**config.mk**
```make
export PLATFORM = sky130hd
export DESIGN_NAME = ms_timer
export DESIGN_NICKNAME = d
export VERILOG_FILES = /design/src/rtl/ms_timer.sv
export SDC_FILE = /design/constraint.sdc
export NUM_CORES = 1
export LEC_CHECK = 0
export BUFFER_PORTS_ARGS = -buffer_cell sky130_fd_sc_hd__buf_2
export CAP_MARGIN = 20
export CORE_AREA = 2 2 63 65
export CTS_CLUSTER_DIAMETER = 120
export CTS_CLUSTER_SIZE = 8
export DETAILED_ROUTE_END_ITERATION = 7
export DIE_AREA = 0 0 65 67
export SLEW_MARGIN = 20
export SYNTH_ARGS = -nofsm -noshare
export SYNTH_HDL_FRONTEND = slang
export SYNTH_SLANG_ARGS = --single-unit
```
**constraint.sdc**
```tcl
create_clock -name clk_24 -period 1.95 [get_ports clk_24]
set_input_delay 0.4875 -clock clk_24 [delete_from_list [all_inputs] [get_ports clk_24]]
set_output_delay 0.4875 -clock clk_24 [all_outputs]
set_load 0.01 [all_outputs]
```
**src/rtl/ms_timer.sv**
```systemverilog
module ms_timer #(
	parameter int CYCLES_PER_MS = 24000
) (
	input logic clk_24,
	input logic reset,
	input logic timer_clear,
	output logic [15:0] count
);

	localparam int PRE_W = (CYCLES_PER_MS > 1) ? $clog2(CYCLES_PER_MS) : 1;
	localparam logic [PRE_W-1:0] PRE_LAST = PRE_W'(CYCLES_PER_MS - 1);

	logic [PRE_W-1:0] prescale;

	// A CPU write restarts both the prescaler and the count
	always_ff @(posedge clk_24)
	begin
		if (reset || timer_clear)
		begin
			prescale <= '0;
			count <= 16'd0;
		end
		else if (prescale == PRE_LAST)
		begin
			prescale <= '0;
			count <= count + 16'd1;
		end
		else
		begin
			prescale <= prescale + 1'b1;
		end
	end

endmodule

```
After elaboration in Yosys (flattened, before gate mapping). Index checks and enable logic that the tools add are counted.

Bits in registers: 31. Input bits: 3. Output and inout port bits: 16. Word-level logic and storage cells: 7.

Add/sub/neg operators: 2. Eq/ne operators: 1. Reductions and logical operators: 2.

Operator list (count): 16-bit by 1-bit adder with 16-bit output, second input constant (1); 15-bit by 1-bit adder with 15-bit output, second input constant (1); 15-bit equality test, second input constant (1); 2-bit OR reduction (1); 1-bit logical OR (1).

Depth between registers and ports, before layout. Gate-level depths: netlist of the first run.

Depth after elaboration: 2. Gate-level depth with buffers: 7. Mapped depth without buffers: 5.

Least setup slack after synthesis of the first run. No wires, ideal clock.

Path kind: register to register. Start: register prescale[9]. End: register count[10]. Arrival time: 1937 ps. Required time: 1818 ps. Setup slack: -119 ps. Stages on the path, launching flop included: 7. Clock period less this slack: 2069 ps. Path through: dfxtp_1 or4b_1 or4_4 buf_2 clkbuf_1 o21ai_0 a21oi_1.

Word-level cells in the longest chain between the ends: 1.

RTL lines: start: declaration (RTL line 13) `logic [PRE_W-1:0] prescale;`; start signal: assignment (RTL line 30) `prescale <= prescale + 1'b1;`; 15-bit equality test (RTL line 23) `else if (prescale == PRE_LAST)`; end signal: assignment (RTL line 26) `count <= count + 16'd1;`; end: declaration (RTL line 7) `output logic [15:0] count`.

No other way between the ends. A chain may end at the register's enable or synchronous reset.

Worst setup path in the final report of the first run.
Start: register prescale[13]. End: register count[14].

Same word-level chain as after synthesis.

==> impl_metrics.csv, run 1 <==
group,metric,value,unit
synth,synthesis.instances,170,
layout,fin_nets,213,
floorplanning,dieWidth,65,um
layout,fill_cells,362,
route,num_vias,1426,
sta,grt_setup_unrepaired,"yes",
route,drt-vias-per-instance,5.57,
layout,register_area,627,um2
placed_design,pre_cts_ws,-210,ps
run_status,violations,"setup timing",
floorplanning,rows,22,
worst_setup_path,crit_path_cell_trace,"or4b_4 -> or4_4 -> or3_1 -> a21oi_2",
global_route,grt_antenna_before_repair,0,
layout,antenna_cells,0,
clock_network,clock_sinks,31,
worst_setup_path,cp_slowest_cell,"sky130_fd_sc_hd__or4b_4",
global_route,grt_residual_overflow,0,
sta,clock-skew-final,7.80,ps
placed_design,dp_hpwl,2360,um
worst_setup_path,max_stage_delay,550,ps
layout,synthToLayoutAreaGrowth,32.0,%
placed_design,detailed_place.area,1640,um2
clock_network,clock_path_buffers,2,
sta,setup_viol,2,
synth,ys_async_sr_fraction,0,
worst_setup_path,worstPathArrival,2200,ps
sta,post_route_hold_slack,476,ps
worst_setup_path,critical_path_class,"flop to flop",
sta,final_worst_slack,-38.3,ps
route,dr.first_iter.drc_count,147,
route,total_iterations_of_the_first_detailed_routing_run,4,
route,post_drt_wl_per_cell,14.8,um
global_route,grt_usage,0.189,
sta,final_count_of_pins_violating_max_slew,0,
min_path,min_path_type,"flop to flop",
clock_network,tritoncts.num_buffers,5,
worst_setup_path,critPathCaptureType,"flop",
sta,min_period_over_period,1.02,
floorplanning,core_footprint,3610,um2
placed_design,placement.io_buffers,18,
power_and_ir_drop,p_per_area,635,nW/um2
global_route,number_of_global_route_vias_before_repair,1321,
global_route,grt_max_degree,18,
synth,netlist-cell-type-count,26,
clock_network,clock_tree_from_tritoncts,"yes",
synth,syn-cell-area,1410,um2
sta,relSlewSlack,0.744,
worst_setup_path,worstPathMaxFanout,8,
layout,multi_input_area,806,um2
placed_design,gpl_wtd_cong,0.880,
route,wl,3790,um
route,remaining_drc_errors,0,
power_and_ir_drop,vdd_ir_drop_max,278,uV
synth,post_synth.cell_area_avg,8.32,um2
worst_setup_path,crit_path_start_kind,"flop",
synth,postSynth.topFlopCell,"sky130_fd_sc_hd__dfxtp_1",
clock_network,clock_insertion_delay_worst_skew,290,ps
sta,hold_viol,0,
floorplanning,initial_core_utilization,0.392,
layout,layout-drive-gt1-share,0.284,
power_and_ir_drop,cellLeakagePower,0.653,nW
synth,synth-edff-count,0,
sta,actual_transition_at_the_worst_max_transition_pin,381,ps
worst_setup_path,critical_path_required,2160,ps
layout,layout.cell_area.non_filler,1870,um2
run_status,run_status,"complete, but fails checks",
flow_run,max_cap_viol_count,0,
sta,fmax,0.503,GHz
sta,timing.final.crit_period,1990,ps
synth,synthesis.nets,175,
clock_network,number_of_levels_in_the_clock_h_tree,2,
floorplanning,design.portCount,19,
synth,synth.ff_latch_count,31,
synth,yosys_warnings,0,
power_and_ir_drop,design_power_total,1.19,mW
global_route,grt_pass1_wl,6180,um
floorplanning,die_height,67,um
clock_network,clock-root-buffer,"sky130_fd_sc_hd__clkbuf_8",
synth,synth.yosys.seq_area_share,0.439,
floorplanning,die-area,4360,um2
clock_network,clk_transition_reported_paths,60,ps
route,drt.antenna.violating_nets,0,
[Yosys cell counts (2+ instances only)]
cell type	count	area, um2
sky130_fd_sc_hd__nand2_1	8	30.0
sky130_fd_sc_hd__inv_1	3	11.3
sky130_fd_sc_hd__buf_2	2	10.0
sky130_fd_sc_hd__xor2_1	3	26.3
sky130_fd_sc_hd__or3_1	13	81.3
sky130_fd_sc_hd__and3_1	3	18.8
sky130_fd_sc_hd__a21oi_1	14	70.1
sky130_fd_sc_hd__or4_1	3	22.5
sky130_fd_sc_hd__nor3_1	3	15.0
sky130_fd_sc_hd__dfxtp_1	31	621
sky130_fd_sc_hd__and4_1	2	17.5
sky130_fd_sc_hd__nand3_1	12	60.1
sky130_fd_sc_hd__nor4_1	4	25.0
sky130_fd_sc_hd__clkbuf_1	5	18.8
sky130_fd_sc_hd__ha_1	2	25.0
sky130_fd_sc_hd__o21ai_0	13	65.1
sky130_fd_sc_hd__nand4_1	11	68.8
sky130_fd_sc_hd__xnor2_1	11	96.3
sky130_fd_sc_hd__nor2_1	20	75.1
[area by class of cell]
class                   instances  area share
multi-input cells             130       0.432
flip-flops and latches         31       0.336
repair buffers                 37       0.147
clock buffers                   6      0.0442
well taps                      48      0.0322
inverters                       3     0.00603
clock inverters                 1     0.00268
[flip-flops by register name, summed over array words and instances, names as in the netlist]
name      cells
count        16
prescale     15
[routing by layer]
layer / vias to the layer above / global-route usage / share of wire
li1: 692 / - / -
met1: 697 / 0.240 / 0.46
met2: 30 / 0.299 / 0.48
met3: 7 / 0.0439 / 0.039
met4: 0 / 0.0957 / 0.018
met5: - / 0 / 0
[through the flow]
stage,setup TNS (ps),std cells,utilization
after floorplan,-585,170,-
after global placement,-1280,241,0.456
after detailed placement,-2790,241,0.456
after CTS,-591,251,0.491
after global routing,-150,256,0.518
final,-71.8,256,0.518
[worst paths after layout]
path / from / to / slack (ps) / depth (start not counted)
setup / recovery: prescale[13]$_SDFF_PP0_ / count[14]$_SDFFE_PP0N_ / -40 / 4
hold / removal: prescale[0]$_SDFF_PP0_ / prescale[0]$_SDFF_PP0_ / 480 / 1
setup reg to reg: prescale[13]$_SDFF_PP0_ / count[14]$_SDFFE_PP0N_ / -40 / 4
hold reg to reg: prescale[0]$_SDFF_PP0_ / prescale[0]$_SDFF_PP0_ / 480 / 1
[cell usage in the layout, fill, tap and decap left out, types with 2 or more instances in the layout]
cell                       synthesis  final
sky130_fd_sc_hd__dfxtp_1          31     26
sky130_fd_sc_hd__nor2_1           20     20
sky130_fd_sc_hd__buf_2             2     18
sky130_fd_sc_hd__buf_4             0     16
sky130_fd_sc_hd__or3_1            13     13
sky130_fd_sc_hd__nand3_1          12     12
sky130_fd_sc_hd__a21oi_1          14     12
sky130_fd_sc_hd__nand4_1          11     11
sky130_fd_sc_hd__xnor2_1          11     11
sky130_fd_sc_hd__o21ai_1           0     10
sky130_fd_sc_hd__nand2_1           8      7
sky130_fd_sc_hd__clkbuf_8          0      6
sky130_fd_sc_hd__dfxtp_2           0      5
sky130_fd_sc_hd__or4_4             1      4
sky130_fd_sc_hd__nor4_1            4      4
sky130_fd_sc_hd__inv_1             3      3
sky130_fd_sc_hd__nor3_1            3      3
sky130_fd_sc_hd__xor2_1            3      3
sky130_fd_sc_hd__and3_1            3      3
sky130_fd_sc_hd__o21ai_0          13      3
sky130_fd_sc_hd__or4_1             3      2
sky130_fd_sc_hd__a21oi_2           0      2
sky130_fd_sc_hd__and4_1            2      2
sky130_fd_sc_hd__buf_12            0      2
[cell families after synthesis]
logic type / synth area share
and+or+nand+nor: 0.317
DFF: 0.439
AOI/OAI and AO/OA: 0.101
xor gates and xnor gates: 0.0867
buffers and inverters: 0.0319
adders and majority gates: 0.0177
muxes: 0.00708
[power by group]
part | switching (mW) | leakage [nW] | internal (mW)
logic | 0.0167 | 0.353 | 0.0152
registers | 0.00249 | 0.252 | 0.635
clock network | 0.240 | 0.0470 | 0.276
[worst max-delay path, delay by kind of cell (launching register included)]
kind / cells / cell delay, ps
DFF: 1 / 320
and+or+nand+nor: 3 / 1440
AOI/OAI and AO/OA: 1 / 150
[repair_timing]
| item | 4_1_cts | 5_1_grt |
|---|---|---|
| gates resized for setup | 6 | 9 |
| endpoints found under the setup margin | 29 | 29 |
| setup buffers | 1 | 4 |
| pin swaps | 8 | 3 |
| gates cloned | 2 | 1 |
| hold buffers | 0 | 0 |
(Power assumes the default switching activity.)
==> inputs of run 2 (changes only) <==
--- a/config.mk
+++ b/config.mk
@@ -12,6 +12,7 @@
 export CTS_CLUSTER_SIZE = 8
 export DETAILED_ROUTE_END_ITERATION = 7
 export DIE_AREA = 0 0 65 67
+export SKIP_LAST_GASP = 1
 export SLEW_MARGIN = 20
 export SYNTH_ARGS = -nofsm -noshare
 export SYNTH_HDL_FRONTEND = slang
==> run 2 against run 1 <==
The flow still finishes with violations (setup timing); final area decreased by 3.1%; wire length decreased by 3.9%; sequential share of layout area increased by 1.1 points; die area unchanged.
==> impl_metrics.csv, run 2 (synthesis results as in run 1) <==
group,metric,value,unit
worst_setup_path,critical_path_required,2160,ps
floorplanning,die-area,4360,um2
route,dr.first_iter.drc_count,117,
route,drt-vias-per-instance,5.58,
worst_setup_path,critical-path-top-cell-by-count,"sky130_fd_sc_hd__or4_4",
floorplanning,die_height,67,um
worst_setup_path,cp_slowest_cell,"sky130_fd_sc_hd__or4b_4",
worst_setup_path,worst_path_dominant_cell_family,"simple AND/OR/NAND/NOR gates",
clock_network,clock_insertion_delay_worst_skew,290,ps
sta,hold_viol,0,
layout,multi_input_area,793,um2
sta,grt_setup_unrepaired,"yes",
worst_setup_path,critPathCaptureType,"flop",
layout,regMostFlops,"count",
power_and_ir_drop,vdd_ir_drop_max,280,uV
clock_network,clock_sinks,31,
route,total_iterations_of_the_first_detailed_routing_run,4,
route,remaining_drc_errors,0,
layout,layout-drive-gt1-share,0.277,
layout,mostFrequentLayoutCell,"sky130_fd_sc_hd__dfxtp_1",
sta,setup_viol,1,
clock_network,clock_tree_from_tritoncts,"yes",
layout,top_regs,"count (16), prescale (15)",
global_route,number_of_global_route_vias_before_repair,1321,
route,drt.antenna.violating_nets,0,
sta,actual_transition_at_the_worst_max_transition_pin,381,ps
layout,register_area,627,um2
sta,relSlewSlack,0.744,
floorplanning,dieWidth,65,um
worst_setup_path,crit_cells,4,
run_status,violations,"setup timing",
placed_design,dp_hpwl,2360,um
layout,synthToLayoutAreaGrowth,28.0,%
clock_network,clk_transition_reported_paths,70,ps
worst_setup_path,crit_path_cell_trace,"or4b_4 -> or4_4 -> or4_4 -> a21oi_1",
worst_setup_path,crit_path_start_kind,"flop",
sta,tns,-50.5,ps
sta,timing.final.crit_period,2000,ps
global_route,grt_usage,0.189,
route,wl,3650,um
global_route,grt_max_degree,18,
min_path,whs_path_depth,1,
min_path,min_path_type,"flop to flop",
clock_network,clock_path_buffers,2,
worst_setup_path,worst_r2r_path_depth,4,
sta,min_period_over_period,1.03,
layout,post-route-util,0.502,
floorplanning,rows,22,
worst_setup_path,critical_path_class,"flop to flop",
clock_network,clock-root-buffer,"sky130_fd_sc_hd__clkbuf_8",
global_route,grt_residual_overflow,0,
power_and_ir_drop,design_power_total,1.17,mW
global_route,grt_antenna_before_repair,0,
power_and_ir_drop,cellLeakagePower,0.629,nW
clock_network,tritoncts.num_buffers,5,
worst_setup_path,worstPathMaxFanout,8,
layout,final_cell_count_no_fill,254,
global_route,grt_pass1_wl,6180,um
worst_setup_path,worstPathArrival,2210,ps
flow_run,max_cap_viol_count,0,
sta,final_worst_slack,-50.5,ps
clock_network,cts-hold-fix-buffers,0,
route,post_drt_wl_per_cell,14.4,um
placed_design,detailed_place.area,1640,um2
sta,fmax,0.500,GHz
power_and_ir_drop,p_per_area,649,nW/um2
placed_design,placement.io_buffers,18,
route,num_vias,1417,
worst_setup_path,cp_num_buf_inv,0,
layout,fin_nets,211,
layout,fill_cells,363,
placed_design,gpl_wtd_cong,0.880,
layout,layout.cell_area.non_filler,1810,um2
layout,largest_reg_flops,16,
layout,most_frequent_cells_in_the_layout,"sky130_fd_sc_hd__dfxtp_1, sky130_fd_sc_hd__nor2_1, sky130_fd_sc_hd__buf_2, sky130_fd_sc_hd__buf_4, sky130_fd_sc_hd__a21oi_1",
sta,clock-skew-final,7.78,ps
floorplanning,core_footprint,3610,um2
floorplanning,design.portCount,19,
clock_network,number_of_levels_in_the_clock_h_tree,2,
placed_design,cells_after_dpl,241,
layout,antenna_cells,0,
worst_setup_path,max_stage_delay,550,ps
sta,final_count_of_pins_violating_max_slew,0,
floorplanning,initial_core_utilization,0.392,
run_status,run_status,"complete, but fails checks",
==> run 2: cell types whose count changed in the layout (fill, tap and decap cells not counted) <==
cell and change:
sky130_fd_sc_hd__a21oi_1 +1, sky130_fd_sc_hd__or3_1 -1, sky130_fd_sc_hd__nand2_1 +1, sky130_fd_sc_hd__clkbuf_16 -1
sky130_fd_sc_hd__a21oi_2 -1, sky130_fd_sc_hd__buf_12 -1, sky130_fd_sc_hd__o21ai_1 -4, sky130_fd_sc_hd__ha_2 +1
sky130_fd_sc_hd__o21ai_2 +1, sky130_fd_sc_hd__nand2_4 -1, sky130_fd_sc_hd__or3_4 +1, sky130_fd_sc_hd__o21ai_0 +3
sky130_fd_sc_hd__ha_4 -1
==> run 2: timing repair <==
action                                  in CTS  in global routing
cloned                                       2                  0
resized for setup                            4                  6
endpoints found under the setup margin      29                 29
buffers inserted                             1                  3
pin swaps                                    7                  4
==> run 2: metal layers <==
layer	GRT usage	wire length [um]
met5	0	0
met4	0.0957	54
met3	0.0439	185
met2	0.299	1730
met1	0.240	1670
==> run 2: final cells by class <==
cell class                 count  share of cell area
multi-input combinational    130               0.438
sequential                    31               0.346
timing repair buffer          35               0.127
clock buffer                   6              0.0456
tap                           48              0.0332
inverter                       3             0.00622
clock inverter                 1             0.00277
==> run 2: through the flow <==
step                      hold WS [ps]  worst slack, ps
final                              432            -50.5
after global routing               441            -78.4
after CTS                          461             -141
after detailed placement           439             -210
after global placement             434             -149
after floorplan                    417            -51.8
==> run 2: report_power, final <==
part | internal (mW) | switching, mW | leakage [nW] | total (mW)
logic | 0.00973 | 0.0138 | 0.330 | 0.0236
clock network | 0.276 | 0.238 | 0.0470 | 0.514
registers | 0.635 | 0.00152 | 0.252 | 0.637
==> run 2: worst register-to-register path: stages, from the launching register on <==
cell                      delay [ps]
sky130_fd_sc_hd__dfxtp_2         320
sky130_fd_sc_hd__or4b_4          550
sky130_fd_sc_hd__or4_4           500
sky130_fd_sc_hd__or4_4           430
sky130_fd_sc_hd__a21oi_1         130
==> run 2: path summary, 6_finish.rpt <==
kind | startpoint | endpoint | slack [ps]
worst min-delay path | prescale[0]$_SDFF_PP0_ | prescale[0]$_SDFF_PP0_ | 430
worst min register to register | prescale[0]$_SDFF_PP0_ | prescale[0]$_SDFF_PP0_ | 430
worst max register to register | prescale[13]$_SDFF_PP0_ | count[13]$_SDFFE_PP0N_ | -50
worst max-delay path | prescale[13]$_SDFF_PP0_ | count[13]$_SDFFE_PP0N_ | -50
==> inputs of run 3 (changes only) <==
==> constraint.sdc (replaced) <==
create_clock -name clk_24 -period 1.8 [get_ports clk_24]
set_input_delay 0.45 -clock clk_24 [delete_from_list [all_inputs] [get_ports clk_24]]
set_output_delay 0.45 -clock clk_24 [all_outputs]
set_load 0.01 [all_outputs]
==> run 3 against run 2 <==
The run still ends with setup timing left; critical path type unchanged; count of clock-buffer cells in the layout did not move; setup slack got worse by 230 ps; largest cell class unchanged; clock skew fell by 5.2 ps; via count fell by 7.3%; maximum frequency fell by 3.9%.
==> impl_metrics.csv, run 3 (synthesis results as in run 1) <==
group,metric,value,unit
route,remaining_drc_errors,0,
layout,top_regs,"count (16), prescale (15)",
worst_setup_path,critical_path_class,"flop to flop",
power_and_ir_drop,clkPwrFrac,0.402,
sta,grt_setup_unrepaired,"yes",
power_and_ir_drop,switching_share,0.200,
layout,post-route-util,0.498,
clock_network,clock-root-buffer,"sky130_fd_sc_hd__clkbuf_8",
clock_network,clk_transition_reported_paths,60,ps
placed_design,gpl_wtd_cong,0.784,
global_route,grt_usage,0.161,
clock_network,number_of_levels_in_the_clock_h_tree,2,
floorplanning,die-area,4360,um2
layout,layout-drive-gt1-share,0.243,
floorplanning,core_footprint,3610,um2
power_and_ir_drop,cellLeakagePower,0.630,nW
power_and_ir_drop,seq_power_share,0.579,
layout,largest_reg_flops,16,
run_status,violations,"setup timing",
floorplanning,dieWidth,65,um
clock_network,clock_sinks,31,
sta,relSlewSlack,0.746,
sta,min_period_over_period,1.16,
layout,antenna_cells,0,
sta,hold_viol,0,
floorplanning,rows,22,
sta,timing.final.crit_period,2080,ps
worst_setup_path,worstPathArrival,2290,ps
floorplanning,design.portCount,19,
sta,final_worst_slack,-281,ps
run_status,run_status,"complete, but fails checks",
layout,fill_cells,355,
global_route,grt_pass1_wl,5280,um
placed_design,dp_hpwl,2200,um
clock_network,cts-hold-fix-buffers,0,
sta,clock-skew-final,2.63,ps
route,wl,3010,um
floorplanning,initial_core_utilization,0.392,
global_route,grt_residual_overflow,0,
power_and_ir_drop,power.net_switching,238,uW
layout,most_frequent_cells_in_the_layout,"sky130_fd_sc_hd__dfxtp_1, sky130_fd_sc_hd__nor2_1, sky130_fd_sc_hd__buf_2, sky130_fd_sc_hd__buf_4, sky130_fd_sc_hd__a21oi_1",
min_path,min_path_type,"flop to flop",
layout,fin_nets,212,
layout,synthToLayoutAreaGrowth,26.9,%
power_and_ir_drop,p_per_area,663,nW/um2
clock_network,clock_insertion_delay_worst_skew,270,ps
route,drt-vias-per-instance,5.17,
global_route,grt_antenna_before_repair,0,
route,total_iterations_of_the_first_detailed_routing_run,4,
placed_design,placement.io_buffers,18,
clock_network,clock_path_buffers,2,
worst_setup_path,critPathCaptureType,"flop",
power_and_ir_drop,power_report.internal_total,952,uW
global_route,number_of_global_route_vias_before_repair,1249,
worst_setup_path,worstPathMaxFanout,22,
clock_network,tritoncts.num_buffers,5,
power_and_ir_drop,vdd_ir_drop_max,407,uV
sta,final_count_of_pins_violating_max_slew,0,
route,drt.antenna.violating_nets,0,
route,post_drt_wl_per_cell,11.8,um
power_and_ir_drop,combPwrFrac,0.019,
floorplanning,die_height,67,um
layout,regMostFlops,"count",
global_route,grt_max_degree,23,
worst_setup_path,crit_path_start_kind,"flop",
sta,fmax,0.481,GHz
route,num_vias,1314,
clock_network,postCtsSetupRepairBufs,0,
route,dr.first_iter.drc_count,69,
worst_setup_path,critical_path_required,2010,ps
layout,mostFrequentLayoutCell,"sky130_fd_sc_hd__dfxtp_1",
flow_run,max_cap_viol_count,0,
sta,setup_viol,30,
placed_design,pre_cts_ws,-284,ps
sta,actual_transition_at_the_worst_max_transition_pin,380,ps
clock_network,clock_tree_from_tritoncts,"yes",
==> run 3: cell types whose count changed in the layout (fill, tap and decap cells not counted), sizes merged <==
cell,change
buf,+3
or4,-2
clkinv,-1
==> run 3: final cells by class <==
class	count	area, um2	area share
flip-flops and latches	31	624	0.348
inverters	3	11.3	0.00628
clock buffers	6	72.6	0.0404
well taps	48	60.1	0.0335
repair buffers	38	256	0.143
multi-input cells	128	769	0.429
==> run 3: critical path, stage by stage, from the launching register on <==
cell and delay [ps]:
sky130_fd_sc_hd__dfxtp_2 320, sky130_fd_sc_hd__or4b_1 520, sky130_fd_sc_hd__or4_4 570, sky130_fd_sc_hd__buf_12 170, sky130_fd_sc_hd__or3_1 300, sky130_fd_sc_hd__a21oi_1 130
==> run 3: routing by layer <==
metal | vias up | GRT usage | share of wire
li1 | 688 | - | -
met1 | 597 | 0.178 | 0.45
met2 | 27 | 0.272 | 0.50
met3 | 2 | 0.0625 | 0.043
met4 | 0 | 0.0745 | 0.0067
met5 | - | 0 | 0
==> run 3: power by group through the flow <==
stage	sequential, mW	clock, mW	combinational (mW)
after CTS	0.689	0.503	0.0227
final	0.690	0.478	0.0222
after global routing	0.689	0.537	0.0255
after global placement	0.704	0	0.0208
after floorplan	0.705	0	0.0155
after detailed placement	0.705	0	0.0213
==> run 3: per-stage QoR <==
stage / hold slack, ps / setup TNS, ps / area, um2 / instances / power [mW]
after detailed placement: 484 / -7200 / 1700 / 248 / 0.726
final: 499 / -6560 / 1790 / 254 / 1.19
after CTS: 496 / -6870 / 1790 / 254 / 1.22
after floorplan: 417 / -3540 / 1460 / 170 / 0.720
after global routing: 534 / -8700 / 1790 / 254 / 1.25
after global placement: 479 / -5990 / 1700 / 248 / 0.725
==> run 3: worst paths after layout <==
kind                                start                     end  slack [ps]  depth (start not counted)
setup / recovery  prescale[13]$_SDFF_PP0_  count[11]$_SDFFE_PP0N_        -280                          5
hold / removal     count[15]$_SDFFE_PP0N_  count[15]$_SDFFE_PP0N_         500                          2
setup reg to reg  prescale[13]$_SDFF_PP0_  count[11]$_SDFFE_PP0N_        -280                          5
hold reg to reg    count[15]$_SDFFE_PP0N_  count[15]$_SDFFE_PP0N_         500                          2
==> run 3: repair_timing <==
| action | 4_1_cts | 5_1_grt |
|---|---|---|
| endpoints found under the setup margin | 30 | 30 |
| pin swaps | 1 | 0 |
| gates resized for setup | 1 | 2 |
